===== src/rtl/pic_pkg.sv =====
// Shared definitions for the interrupt controller
// Source count, field widths and register address map
// Register address union, bus request and core-side structs
// Gateway configuration bits

package pic_pkg;

   ////////////////////
   // Sizes
   ////////////////////
   localparam int NUM_SRC     = 16;               // ID 0 reserved
   localparam int ID_BITS     = 8;
   localparam int PRIO_BITS   = 4;
   localparam int TREE_LEVELS = $clog2(NUM_SRC);  // Pairwise compare stages

   ////////////////////
   // Address map
   ////////////////////
   localparam logic [31:0] PIC_BASE_ADDR = 32'hf00c_0000;
   localparam logic [16:0] PIC_BASE_PAGE = PIC_BASE_ADDR[31:15];

   // One 4 KB page per region above the base
   localparam logic [2:0] REG_PRIORITY  = 3'd0;
   localparam logic [2:0] REG_PENDING   = 3'd1;
   localparam logic [2:0] REG_ENABLE    = 3'd2;
   localparam logic [2:0] REG_CONFIG    = 3'd3;
   localparam logic [2:0] REG_GW_CONFIG = 3'd4;
   localparam logic [2:0] REG_GW_CLEAR  = 3'd5;

   // Single global config word
   localparam logic [31:0] PIC_CONFIG_ADDR = {PIC_BASE_PAGE, REG_CONFIG, 12'h000};

   ////////////////////
   // Types
   ////////////////////
   typedef struct packed {
      logic [16:0] page;    // Must equal the base page
      logic [2:0]  region;
      logic [5:0]  rsvd;    // Must be zero
      logic [3:0]  index;   // Source ID
      logic [1:0]  offset;  // Byte offset
   } pic_addr_f_t;

   // Raw word for exact matches, fields for region decode
   typedef union packed {
      logic [31:0] word;
      pic_addr_f_t f;
   } pic_addr_u;

   typedef struct packed {
      logic        rd_en;
      logic        wr_en;
      logic [31:0] rd_addr;
      logic [31:0] wr_addr;
      logic [31:0] wr_data;
   } pic_bus_req_t;

   typedef struct packed {
      logic [PRIO_BITS-1:0] curpl;   // Current priority level
      logic [PRIO_BITS-1:0] thresh;  // Priority threshold
   } pic_core_state_t;

   typedef struct packed {
      logic [ID_BITS-1:0]   id;
      logic [PRIO_BITS-1:0] level;
   } pic_claim_t;

   typedef struct packed {
      logic latched;   // 1 for latched edge
      logic polarity;  // 1 for active low
   } pic_gw_cfg_t;

endpackage

===== src/rtl/pic_top.sv =====
// Top level of the interrupt controller
// Register block, one gateway per source ID 1 to 15
// Arbiter tree and core notification stage

`timescale 1ns/1ns

module pic_top (
   input  logic                              clk,
   input  logic                              rst_n,
   input  logic [pic_pkg::NUM_SRC-1:0]       extintsrc_req,   // Bit 0 unused
   input  pic_pkg::pic_bus_req_t             bus_req,
   input  pic_pkg::pic_core_state_t          core_state,
   output logic [31:0]                       picm_rd_data,
   output pic_pkg::pic_claim_t               claim,
   output logic                              mexintpend,
   output logic                              mhwakeup
);

   logic [pic_pkg::NUM_SRC-1:0][pic_pkg::PRIO_BITS-1:0] prio;
   logic [pic_pkg::NUM_SRC-1:0]                         enable;
   pic_pkg::pic_gw_cfg_t [pic_pkg::NUM_SRC-1:0]         gw_cfg;
   logic [pic_pkg::NUM_SRC-1:0]                         gw_clear;
   logic [pic_pkg::NUM_SRC-1:0]                         pending;
   logic                                                prio_order;
   logic [pic_pkg::PRIO_BITS-1:0]                       sel_prio;
   logic [pic_pkg::ID_BITS-1:0]                         sel_id;

   pic_regs pic_regs_inst (
      .clk          (clk),
      .rst_n        (rst_n),
      .bus_req      (bus_req),
      .pending      (pending),
      .prio         (prio),
      .enable       (enable),
      .gw_cfg       (gw_cfg),
      .gw_clear     (gw_clear),
      .prio_order   (prio_order),
      .picm_rd_data (picm_rd_data)
   );

   assign pending[0] = 1'b0;  // Reserved ID

   for (genvar g = 1; g < pic_pkg::NUM_SRC; g++) begin : gen_gw
      pic_gateway pic_gateway_inst (
         .clk     (clk),
         .rst_n   (rst_n),
         .req_in  (extintsrc_req[g]),
         .cfg     (gw_cfg[g]),
         .clear   (gw_clear[g]),
         .pending (pending[g])
      );
   end

   pic_arbiter pic_arbiter_inst (
      .prio       (prio),
      .enable     (enable),
      .pending    (pending),
      .prio_order (prio_order),
      .sel_prio   (sel_prio),
      .sel_id     (sel_id)
   );

   pic_notify pic_notify_inst (
      .clk        (clk),
      .rst_n      (rst_n),
      .sel_prio   (sel_prio),
      .sel_id     (sel_id),
      .prio_order (prio_order),
      .core_state (core_state),
      .claim      (claim),
      .mexintpend (mexintpend),
      .mhwakeup   (mhwakeup)
   );

endmodule


===== src/rtl/pic_notify.sv =====
// Core notification stage
// Claim ID and level registers
// Threshold and current-level compare, wake-up detect

`timescale 1ns/1ns

module pic_notify (
   input  logic                          clk,
   input  logic                          rst_n,
   input  logic [pic_pkg::PRIO_BITS-1:0] sel_prio,
   input  logic [pic_pkg::ID_BITS-1:0]   sel_id,
   input  logic                          prio_order,
   input  pic_pkg::pic_core_state_t      core_state,
   output pic_pkg::pic_claim_t           claim,
   output logic                          mexintpend,
   output logic                          mhwakeup
);

   logic [pic_pkg::PRIO_BITS-1:0] level_in;    // Programmed level of the winner
   logic [pic_pkg::PRIO_BITS-1:0] thresh_eff;
   logic [pic_pkg::PRIO_BITS-1:0] curpl_eff;
   logic [pic_pkg::PRIO_BITS-1:0] max_level;
   logic                          pend_in;
   logic                          wake_in;

   assign level_in = prio_order ? ~sel_prio : sel_prio;

   // Compare in the effective domain of the arbiter
   assign thresh_eff = prio_order ? ~core_state.thresh : core_state.thresh;
   assign curpl_eff  = prio_order ? ~core_state.curpl  : core_state.curpl;

   assign pend_in = (sel_prio > thresh_eff) && (sel_prio > curpl_eff);

   assign max_level = prio_order ? '0 : '1;  // Most urgent programmed value
   assign wake_in   = (level_in == max_level);

   always_ff @(posedge clk) begin
      if (!rst_n) begin
         claim      <= '0;
         mexintpend <= 1'b0;
         mhwakeup   <= 1'b0;
      end else begin
         claim.id    <= sel_id;
         claim.level <= level_in;
         mexintpend  <= pend_in;
         mhwakeup    <= wake_in;
      end
   end

endmodule


===== src/rtl/pic_arbiter.sv =====
// Priority arbiter of the interrupt controller
// Enable masking and order inversion per source
// Binary compare-and-select tree, lower ID wins a tie

`timescale 1ns/1ns

module pic_arbiter (
   input  logic [pic_pkg::NUM_SRC-1:0][pic_pkg::PRIO_BITS-1:0] prio,
   input  logic [pic_pkg::NUM_SRC-1:0]                         enable,
   input  logic [pic_pkg::NUM_SRC-1:0]                         pending,
   input  logic                                                prio_order,
   output logic [pic_pkg::PRIO_BITS-1:0]                       sel_prio,   // Effective priority
   output logic [pic_pkg::ID_BITS-1:0]                         sel_id
);

   // One row per tree level, row 0 holds the sources
   logic [pic_pkg::TREE_LEVELS:0][pic_pkg::NUM_SRC-1:0][pic_pkg::PRIO_BITS-1:0] node_p;
   logic [pic_pkg::TREE_LEVELS:0][pic_pkg::NUM_SRC-1:0][pic_pkg::ID_BITS-1:0]   node_id;

   // Keep side a unless b is strictly higher
   function automatic void cmp_sel(
      input  logic [pic_pkg::PRIO_BITS-1:0] a_p,
      input  logic [pic_pkg::ID_BITS-1:0]   a_id,
      input  logic [pic_pkg::PRIO_BITS-1:0] b_p,
      input  logic [pic_pkg::ID_BITS-1:0]   b_id,
      output logic [pic_pkg::PRIO_BITS-1:0] o_p,
      output logic [pic_pkg::ID_BITS-1:0]   o_id
   );
      if (b_p > a_p) begin
         o_p  = b_p;
         o_id = b_id;
      end else begin
         o_p  = a_p;
         o_id = a_id;
      end
   endfunction

   always_comb begin
      node_p  = '0;
      node_id = '0;

      // Leaves
      for (int i = 0; i < pic_pkg::NUM_SRC; i++) begin
         if (pending[i] && enable[i]) begin
            node_p[0][i] = prio_order ? ~prio[i] : prio[i];
         end
         node_id[0][i] = (pic_pkg::ID_BITS)'(i);
      end

      // Lower index is always side a, so ties go to the lower ID
      for (int l = 0; l < pic_pkg::TREE_LEVELS; l++) begin
         for (int m = 0; m < (pic_pkg::NUM_SRC >> (l + 1)); m++) begin
            cmp_sel(node_p[l][2*m],   node_id[l][2*m],
                    node_p[l][2*m+1], node_id[l][2*m+1],
                    node_p[l+1][m],   node_id[l+1][m]);
         end
      end
   end

   assign sel_prio = node_p[pic_pkg::TREE_LEVELS][0];
   assign sel_id   = node_id[pic_pkg::TREE_LEVELS][0];  // ID 0 when nothing pending

endmodule


===== src/rtl/pic_regs.sv =====
// Register block of the interrupt controller
// Bus request capture and address decode
// Priority, enable, gateway config and global order registers
// Gateway clear pulses and read data mux

`timescale 1ns/1ns

module pic_regs (
   input  logic                                                  clk,
   input  logic                                                  rst_n,
   input  pic_pkg::pic_bus_req_t                                 bus_req,
   input  logic [pic_pkg::NUM_SRC-1:0]                           pending,
   output logic [pic_pkg::NUM_SRC-1:0][pic_pkg::PRIO_BITS-1:0]   prio,
   output logic [pic_pkg::NUM_SRC-1:0]                           enable,
   output pic_pkg::pic_gw_cfg_t [pic_pkg::NUM_SRC-1:0]           gw_cfg,
   output logic [pic_pkg::NUM_SRC-1:0]                           gw_clear,
   output logic                                                  prio_order,
   output logic [31:0]                                           picm_rd_data
);

   pic_pkg::pic_bus_req_t req_q;
   pic_pkg::pic_addr_u    raddr;
   pic_pkg::pic_addr_u    waddr;

   logic rd_win;     // Read address inside the window
   logic wr_win;
   logic wr_idx_ok;  // Write targets a real source

   logic prio_wr;
   logic en_wr;
   logic gwcfg_wr;
   logic gwclr_wr;
   logic cfg_wr;

   logic prio_rd;
   logic pend_rd;
   logic en_rd;
   logic gwcfg_rd;
   logic cfg_rd;

   logic [pic_pkg::NUM_SRC-1:0] pend_vec;

   ////////////////////
   // Request capture
   ////////////////////
   always_ff @(posedge clk) begin
      if (!rst_n) begin
         req_q <= '0;
      end else begin
         req_q <= bus_req;  // Taken every cycle, no stall
      end
   end

   assign raddr.word = req_q.rd_addr;
   assign waddr.word = req_q.wr_addr;

   ////////////////////
   // Address decode
   ////////////////////
   assign rd_win = req_q.rd_en && (raddr.f.page == pic_pkg::PIC_BASE_PAGE) &&
                   (raddr.f.rsvd == '0);
   assign wr_win = req_q.wr_en && (waddr.f.page == pic_pkg::PIC_BASE_PAGE) &&
                   (waddr.f.rsvd == '0);

   assign wr_idx_ok = (waddr.f.index != '0);  // ID 0 has no registers

   assign prio_wr  = wr_win && wr_idx_ok && (waddr.f.region == pic_pkg::REG_PRIORITY);
   assign en_wr    = wr_win && wr_idx_ok && (waddr.f.region == pic_pkg::REG_ENABLE);
   assign gwcfg_wr = wr_win && wr_idx_ok && (waddr.f.region == pic_pkg::REG_GW_CONFIG);
   assign gwclr_wr = wr_win && wr_idx_ok && (waddr.f.region == pic_pkg::REG_GW_CLEAR);
   assign cfg_wr   = req_q.wr_en && (waddr.word == pic_pkg::PIC_CONFIG_ADDR);

   assign prio_rd  = rd_win && (raddr.f.region == pic_pkg::REG_PRIORITY);
   assign en_rd    = rd_win && (raddr.f.region == pic_pkg::REG_ENABLE);
   assign gwcfg_rd = rd_win && (raddr.f.region == pic_pkg::REG_GW_CONFIG);
   assign cfg_rd   = req_q.rd_en && (raddr.word == pic_pkg::PIC_CONFIG_ADDR);

   // Whole pending vector fits in the first word of its page
   assign pend_rd  = rd_win && (raddr.f.region == pic_pkg::REG_PENDING) &&
                     (raddr.f.index == '0);

   ////////////////////
   // Registers
   ////////////////////
   // Entry 0 is never written and stays zero
   always_ff @(posedge clk) begin
      if (!rst_n) begin
         prio       <= '0;
         enable     <= '0;
         gw_cfg     <= '0;
         prio_order <= 1'b0;
      end else begin
         if (prio_wr) begin
            prio[waddr.f.index] <= req_q.wr_data[pic_pkg::PRIO_BITS-1:0];
         end
         if (en_wr) begin
            enable[waddr.f.index] <= req_q.wr_data[0];
         end
         if (gwcfg_wr) begin
            gw_cfg[waddr.f.index] <= req_q.wr_data[1:0];
         end
         if (cfg_wr) begin
            prio_order <= req_q.wr_data[0];  // 1 reverses priority order
         end
      end
   end

   // Clear pulse for one cycle after capture, data is ignored
   always_comb begin
      gw_clear = '0;
      if (gwclr_wr) begin
         gw_clear[waddr.f.index] = 1'b1;
      end
   end

   ////////////////////
   // Read data
   ////////////////////
   assign pend_vec = {pending[pic_pkg::NUM_SRC-1:1], 1'b0};

   // Zero outside a read cycle and for unmapped addresses
   assign picm_rd_data =
      ({32{prio_rd}}  & {{(32-pic_pkg::PRIO_BITS){1'b0}}, prio[raddr.f.index]}) |
      ({32{pend_rd}}  & {{(32-pic_pkg::NUM_SRC){1'b0}}, pend_vec})             |
      ({32{en_rd}}    & {31'b0, enable[raddr.f.index]})                        |
      ({32{gwcfg_rd}} & {30'b0, gw_cfg[raddr.f.index]})                        |
      ({32{cfg_rd}}   & {31'b0, prio_order});

endmodule


===== src/rtl/pic_gateway.sv =====
// Interrupt gateway for one external source
// Two-flop synchronizer, polarity select
// Level or latched-edge pending with software clear

`timescale 1ns/1ns

module pic_gateway (
   input  logic                 clk,
   input  logic                 rst_n,
   input  logic                 req_in,    // Raw asynchronous request
   input  pic_pkg::pic_gw_cfg_t cfg,
   input  logic                 clear,     // One-cycle clear from the register block
   output logic                 pending
);

   logic sync_q1;
   logic sync_q2;
   logic latch_q;
   logic active;

   always_ff @(posedge clk) begin
      if (!rst_n) begin
         sync_q1 <= 1'b0;
         sync_q2 <= 1'b0;
      end else begin
         sync_q1 <= req_in;
         sync_q2 <= sync_q1;
      end
   end

   assign active = sync_q2 ^ cfg.polarity;  // Active high after polarity

   // Active input wins over a clear in the same cycle
   always_ff @(posedge clk) begin
      if (!rst_n) begin
         latch_q <= 1'b0;
      end else if (cfg.latched && active) begin
         latch_q <= 1'b1;
      end else if (clear) begin
         latch_q <= 1'b0;
      end
   end

   assign pending = active | (cfg.latched & latch_q);

endmodule


===== config.mk =====
export PLATFORM = sky130hd
export DESIGN_NAME = pic_top
export DESIGN_NICKNAME = d
export VERILOG_FILES = /design/src/rtl/pic_pkg.sv /design/src/rtl/pic_top.sv /design/src/rtl/pic_notify.sv /design/src/rtl/pic_arbiter.sv /design/src/rtl/pic_regs.sv /design/src/rtl/pic_gateway.sv
export SDC_FILE = /design/constraint.sdc
export NUM_CORES = 1
export LEC_CHECK = 0
export ABC_AREA = 1
export BUFFER_PORTS_ARGS = -buffer_cell sky130_fd_sc_hd__buf_2
export CORE_MARGIN = 5
export CORE_UTILIZATION = 63
export DETAILED_ROUTE_END_ITERATION = 7
export PLACE_DENSITY = 0.95
export REMOVE_ABC_BUFFERS = 1
export SLEW_MARGIN = 20
export SYNTH_ARGS = -nofsm -noshare
export SYNTH_HDL_FRONTEND = slang
export SYNTH_SLANG_ARGS = --single-unit

===== constraint.sdc =====
create_clock -name clk -period 16.1 [get_ports clk]
set_input_delay 0.805 -clock clk [delete_from_list [all_inputs] [get_ports clk]]
set_output_delay 0.805 -clock clk [all_outputs]
set_load 0.02 [all_outputs]

### Yosys cells after proc, flatten, opt, wreduce, memory -nomap -nowiden

Cells that the tools add are included.

| operators by class | value |
|---|---|
| equality and inequality tests | 11 |
| div/mod/pow operators | 0 |
| $lt $le $gt $ge | 20 |
| muxes and demuxes | 110 |
| shift-type cells | 0 |
| multipliers | 0 |
| bitwise operators | 72 |
| reductions and logical operators | 69 |
| $add $sub $neg | 0 |

Operator list:

| cell | count |
|---|---|
| $mux 4 | 52 |
| $or 32x32->32 | 4 |
| $not 4->4 | 18 |
| $and 32x1->32 | 2 |
| $bwmux 64 | 1 |
| $eq 32x32->1 const B | 2 |
| $gt 4x4->1 | 16 |
| $logic_and 1x1->1 | 48 |
| $mux 1 | 40 |
| $eq 17x17->1 const B | 2 |
| $and 32x16->32 | 1 |
| $and 32x2->32 | 1 |
| $and 32x4->32 | 1 |
| $bwmux 32 | 1 |
| $reduce_bool 2->1 | 15 |
| $bmux 4 s4 | 1 |
| $bwmux 16 | 1 |
| $demux 4 s4 | 1 |
| $mux 16 | 1 |
| $and 1x1->1 | 15 |
| $or 1x1->1 | 15 |
| $xor 1x1->1 | 15 |
| $logic_not 6->1 | 2 |
| $mux 2 | 6 |
| 15 further kinds | 21 |

| word-level totals | value |
|---|---|
| memories | 0 |
| register bits | 242 |
| logic and storage cells | 386 |
| output and inout port bits | 46 |
| bits in writable memories | 0 |
| bits in latches | 0 |
| bits in read-only memories | 0 |
| input bits | 124 |

### Logic depth before layout (Yosys ltp)

| depth | value |
|---|---|
| depth after elaboration | 15 |
| gate-level depth with buffers | 58 |
| depth with buffers taken out | 53 |

### Cells and area by module

Synthesis repeated with hierarchy kept, for this count alone.

| second synthesis, totals | value |
|---|---|
| cell total of the unflattened synthesis | 2,277 |
| area total of the unflattened synthesis | 14,645.3 um^2 |

By module, submodules not included:

| module | cells an instance | sequential area each (um^2) | instances | area an instance (um^2) |
|---|---|---|---|---|
| pic_regs | 1,345 | 3,663.5 | 1 | 8,557.0 |
| pic_arbiter | 587 | 0.0 | 1 | 3,402.0 |
| pic_gateway | 17 | 60.1 | 15 | 131.4 |
| pic_notify | 89 | 280.3 | 1 | 711.9 |
| pic_top | 1 | 0.0 | 1 | 3.8 |

### Worst setup path after synthesis

No wires, ideal clock.

| path | value |
|---|---|
| kind | register to register |
| start | register pic_regs_inst.prio_order |
| end | register pic_notify_inst.mexintpend |
| data required time | 15,990 ps |
| arrival | 6,131 ps |
| buffers on the path | 6 |
| cell stages (with the launch flop) | 48 |
| setup slack | 9,859 ps |
| clock period less this slack | 6,241 ps |
| library setup time | 110 ps |
| cells stage by stage | dfxtp_1 -> buf_6 -> inv_2 -> buf_6 -> buf_2 -> clkbuf_1 -> clkbuf_1 -> nand2_1 -> a21oi_1 -> ha_1 -> nand2_1 -> inv_1 -> a32o_1 -> inv_1 -> o21ai_0 -> ha_1 -> nand2_1 -> inv_1 -> [12 not listed] -> nand2_1 -> o21ai_0 -> ha_1 -> nand2_1 -> a21oi_2 -> nand3_2 -> nand2_4 -> inv_4 -> o21ai_2 -> ha_1 -> nand2_1 -> inv_1 -> nand2_1 -> inv_2 -> nand2_1 -> nand2_1 -> nand2_1 -> nor2_1 |

| between the ends | value |
|---|---|
| longest elaborated chain between the ends | 12 |
| elaborated cells on any way between the ends | 65 |
| classes of those cells | order compare (17); mux (47); reduce/logical (1) |

Ends and longest elaborated chain:

| element | line | source |
|---|---|---|
| from (decl) | pic_regs.sv:17 | `output logic prio_order,` |
| from (signal assigned) | pic_regs.sv:103 | `prio_order <= req_q.wr_data[0];` |
| $mux 4 | pic_arbiter.sv:45 | `node_p[0][i] = prio_order ? ~prio[i] : prio[i];` |
| $mux 4 | pic_arbiter.sv:44 | `if (pending[i] && enable[i]) begin` |
| $gt 4x4->1 or $gt 4x1->1 (tied branches) | pic_arbiter.sv:29 | `if (b_p > a_p) begin` |
| $mux 4 | pic_arbiter.sv:29 |  |
| $gt 4x4->1 | pic_arbiter.sv:29 |  |
| $mux 4 | pic_arbiter.sv:29 |  |
| $gt 4x4->1 | pic_arbiter.sv:29 |  |
| $mux 4 | pic_arbiter.sv:29 |  |
| $gt 4x4->1 | pic_arbiter.sv:29 |  |
| $mux 4 | pic_arbiter.sv:29 |  |
| $gt 4x4->1 | pic_notify.sv:32 | `assign pend_in = (sel_prio > thresh_eff) && (sel_prio > curpl_eff);` |
| $logic_and 1x1->1 (*) | pic_notify.sv:32 |  |
| to (signal assigned) | pic_notify.sv:45 | `mexintpend <= pend_in;` |
| to (decl) | pic_notify.sv:15 | `output logic mexintpend,` |

Mark *: on every way between the ends. The rest lies on a longest branch, timed or not.
A chain may end at the register's enable or synchronous reset.

### Worst setup path after layout

Ends and elaborated chain as after synthesis.

==> impl_results.md <==
* Total gr overflow at 0
* CP Launch Type: register
* CP Max Fanout at 64
* Hold WS at roughly 410 ps
* Data required time at the worst endpoint at around 17,000 ps
* Fin crit share at a little under half
* P per Cell Area at around 87 mW/mm2
* Die width at ~150 um
* Crit path from: pic_regs_inst.prio_order
* Iteration count of the initial detailed-routing pass at 6
* Worst setup EP type: register
* Detail Placement HPWL at between 20,000 and 25,000 um
* WP buf/inv at 11
* GPL Wtd Cong at 0.920
* Max Cap Viol at 0
* Multi-input gate area at 0.00672 mm2
* Maximum clock rate at between 100 and 150 MHz
* WP data arrival at between 8000 and 9000 ps
* Worst R2R Start: pic_regs_inst.prio_order
* Die ar. at 0.0235 mm2
* Clock Latency Late Sink at between 500 and 600 ps
* Worst-margin pin slew at 1070 ps
* Clock root buffer: clkbuf_16
* Top cells by count, synth: nand2_1, inv_1, dfxtp_1
* Total number of yosys warnings at 0
* Slowest CP cell: a32oi_1
* Leak at 0.00661 uW
* Final Hold Fails at 0
* Post-synth EDFFs at 0
* Synth Register Bits at between 200 and 250
* I/O pin count at 170
* Clock skew at roughly 13 ps
* Post_cts resized at 0
* Outcome: finished, final reports clean
* Clock power share at 45.1%
* Slew Limit Headroom at 28.5%
* Comb pwr share at 6.1%
* Crit-path max cell delay at roughly 580 ps
* Dominant cell type by area after synthesis: dfxtp_1
* Total GRT Usage at approximately 27%
* I/O Buffers at 120
* Switching power at 294 uW
* CTS clk-pin slew, worst paths at 60 ps
* Worst path most repeated cell: nand2_1
* Predominant post-synthesis flop cell: dfxtp_1
* Max-slew violations at 0
* Initial antenna violation count at 0
* Largest net degree at the start of global routing at ~100
* Synthesized area per cell at 6.94 um2
* Seq pwr share at about half
* Cell family with most CP delay: compound AO/OA/AOI/OAI gates
* CP Depth at between 40 and 50
* Crit Path Category: reg -> reg
* # hold bufs at CTS at 0
* Hold depth at 2
* Antenna Nets Post-Route at 0
* Clock sink count at ~240
* Vias in the first global route at between 10,000 and 15,000
* Area delta synth->final at 10.9%
* Gate count of the mapped netlist at roughly 1,900
* Setup_tns at 0 ps
* Global-route wire length before repair at 54,800 um
* Layout cells sized above 1 at between 10 and 15%
* Sequential cell area at 0.00477 mm2
* Async set-reset flop share out of synthesis at 0%
* Num rows at 52
* Layout fillers at 1,460
* Drt drc at 0
* Worst Reg2Reg Path Length in Cells at 43
* CTS buffer count at 24
* Synth area leaders: dfxtp_1, nand2_1, inv_1
* Worst vdd ir at between 0.09 and 0.1 mV
* Starting Density at 63.9%
* RSZ-0062 raised after global routing: false
* Post-synthesis sequential area ratio at between 30% and 40%
* Most frequent cell after synthesis: nand2_1
* Mapped cell area at 0.0129 mm2
* Routed WL per cell at ~15 um
* CTS tree: done
* Core Region at approximately 0.020 mm2
* Sw Share at approximately a quarter
* Cell variety after synth at 50
* Worst Hold Class: reg -> reg
* Final wirelength at 33,200 um
* Clock Tree Buf Depth at 3
* Diodes inserted at 0
* H-tree lvl count at 1
* Die H at 153 um
* Int Pwr at 952 uW
* Via count at 12,668
* Via density per instance at 5.69
* Final min period at between 7000 and 8000 ps
* Synth top area share at 36.9%
* Setup violators final at 0
* Setup bufs post-CTS at 0
* Final nets at around 2,100
* Hold_sp: gen_gw[10].pic_gateway_inst.sync_q1
* Starting DRT DRC Count at between 1,000 and 1,500
power groups by stage:
stage	Sequential (uW)	Clock (uW)	Combinational, uW
3_3_place_gp	620	0	70.3
6_report	609	562	75.6
5_1_grt	609	589	84.0
4_1_cts	609	562	74.3
2_1_floorplan	621	0	39.3
3_5_place_dp	621	0	73.0
tightest hold or removal path, stage by stage, from the launching register on:
cell	delay, ps
dfxtp_1	300
nand2_1	50
inv_1	40
sequential cells by signal, summed over array words and instances (netlist names):
register,cells
gen_gw.pic_gateway_inst.sync_q1,15
pic_regs_inst.waddr,32
gen_gw.pic_gateway_inst.latch_q,15
pic_regs_inst.gw_cfg,32
pic_regs_inst.enable,16
pic_regs_inst.req_q,6
pic_regs_inst.prio_order,1
pic_notify_inst.claim,8
pic_regs_inst.prio,64
gen_gw.pic_gateway_inst.sync_q2,15
pic_regs_inst.raddr,32
pic_notify_inst.mexintpend,1
pic_notify_inst.mhwakeup,1
kinds of logic after synthesis:
family / Yosys count / share of synthesized area (%)
flops: 238 / 36.9
xor+xnor: 34 / 2.30
fa+ha+maj: 53 / 5.13
other cells: 1 / 0.0290
simple gates: 728 / 24.3
compound gates: 434 / 19.7
buf+inv: 375 / 11.7
cells in the final DEF, fill, tap and decap left out, types with 7 or more instances in the layout:
cell and n:
a22oi_1 7, nand2_2 14, ha_1 53, a21oi_1 163
xnor2_1 27, nand3_1 62, o21ai_1 9, xor2_1 7
conb_1 20, nand4_1 11, nor2_1 165, clkbuf_16 25
a211oi_1 60, nor4_1 8, or2_2 42, inv_1 263
o21ai_0 135, buf_2 119, dfxtp_1 236, o311ai_0 7
a311oi_1 15, buf_4 8, nand2_1 397, inv_2 12
through the flow:
step           instances  util [%]  setup WS, ps  instance area, um2  total power, uW
5_1_grt             2226      70.8          7790               14300             1280
2_1_floorplan       1786         -          8610               12500              660
4_1_cts             2226      70.8          8580               14300             1250
3_3_place_gp        2183      66.9          8920               13500              691
6_report            2226      70.8          8430               14300             1250
3_5_place_dp        2183      66.9          8610               13500              694
layout make-up:
cell class / instances / share of cell area [%]
clock buffer: 30 / 4.64
clock inverter: 13 / 0.934
inverter: 279 / 7.32
multi-input combinational: 1269 / 46.9
sequential: 238 / 33.3
tap: 270 / 2.36
timing repair buffer: 127 / 4.57
per-layer routing:
layer / track usage, % / share of wire (%) / up-vias
met5: 0 / 0 / -
met4: 13.7 / 5.0 / 0
met3: 4.55 / 9.9 / 144
met2: 46.7 / 47 / 686
met1: 32.7 / 38 / 5669
li1: - / - / 6169
worst paths after layout:
check / endpoint / slack, ps
setup / recovery: pic_notify_inst.mexintpend / 8430
hold reg to reg: gen_gw[10].pic_gateway_inst.sync_q2 / 410
hold / removal: gen_gw[10].pic_gateway_inst.sync_q2 / 410
setup reg to reg: pic_notify_inst.mexintpend / 8430
No activity file was read; power rests on OpenSTA's default activity.
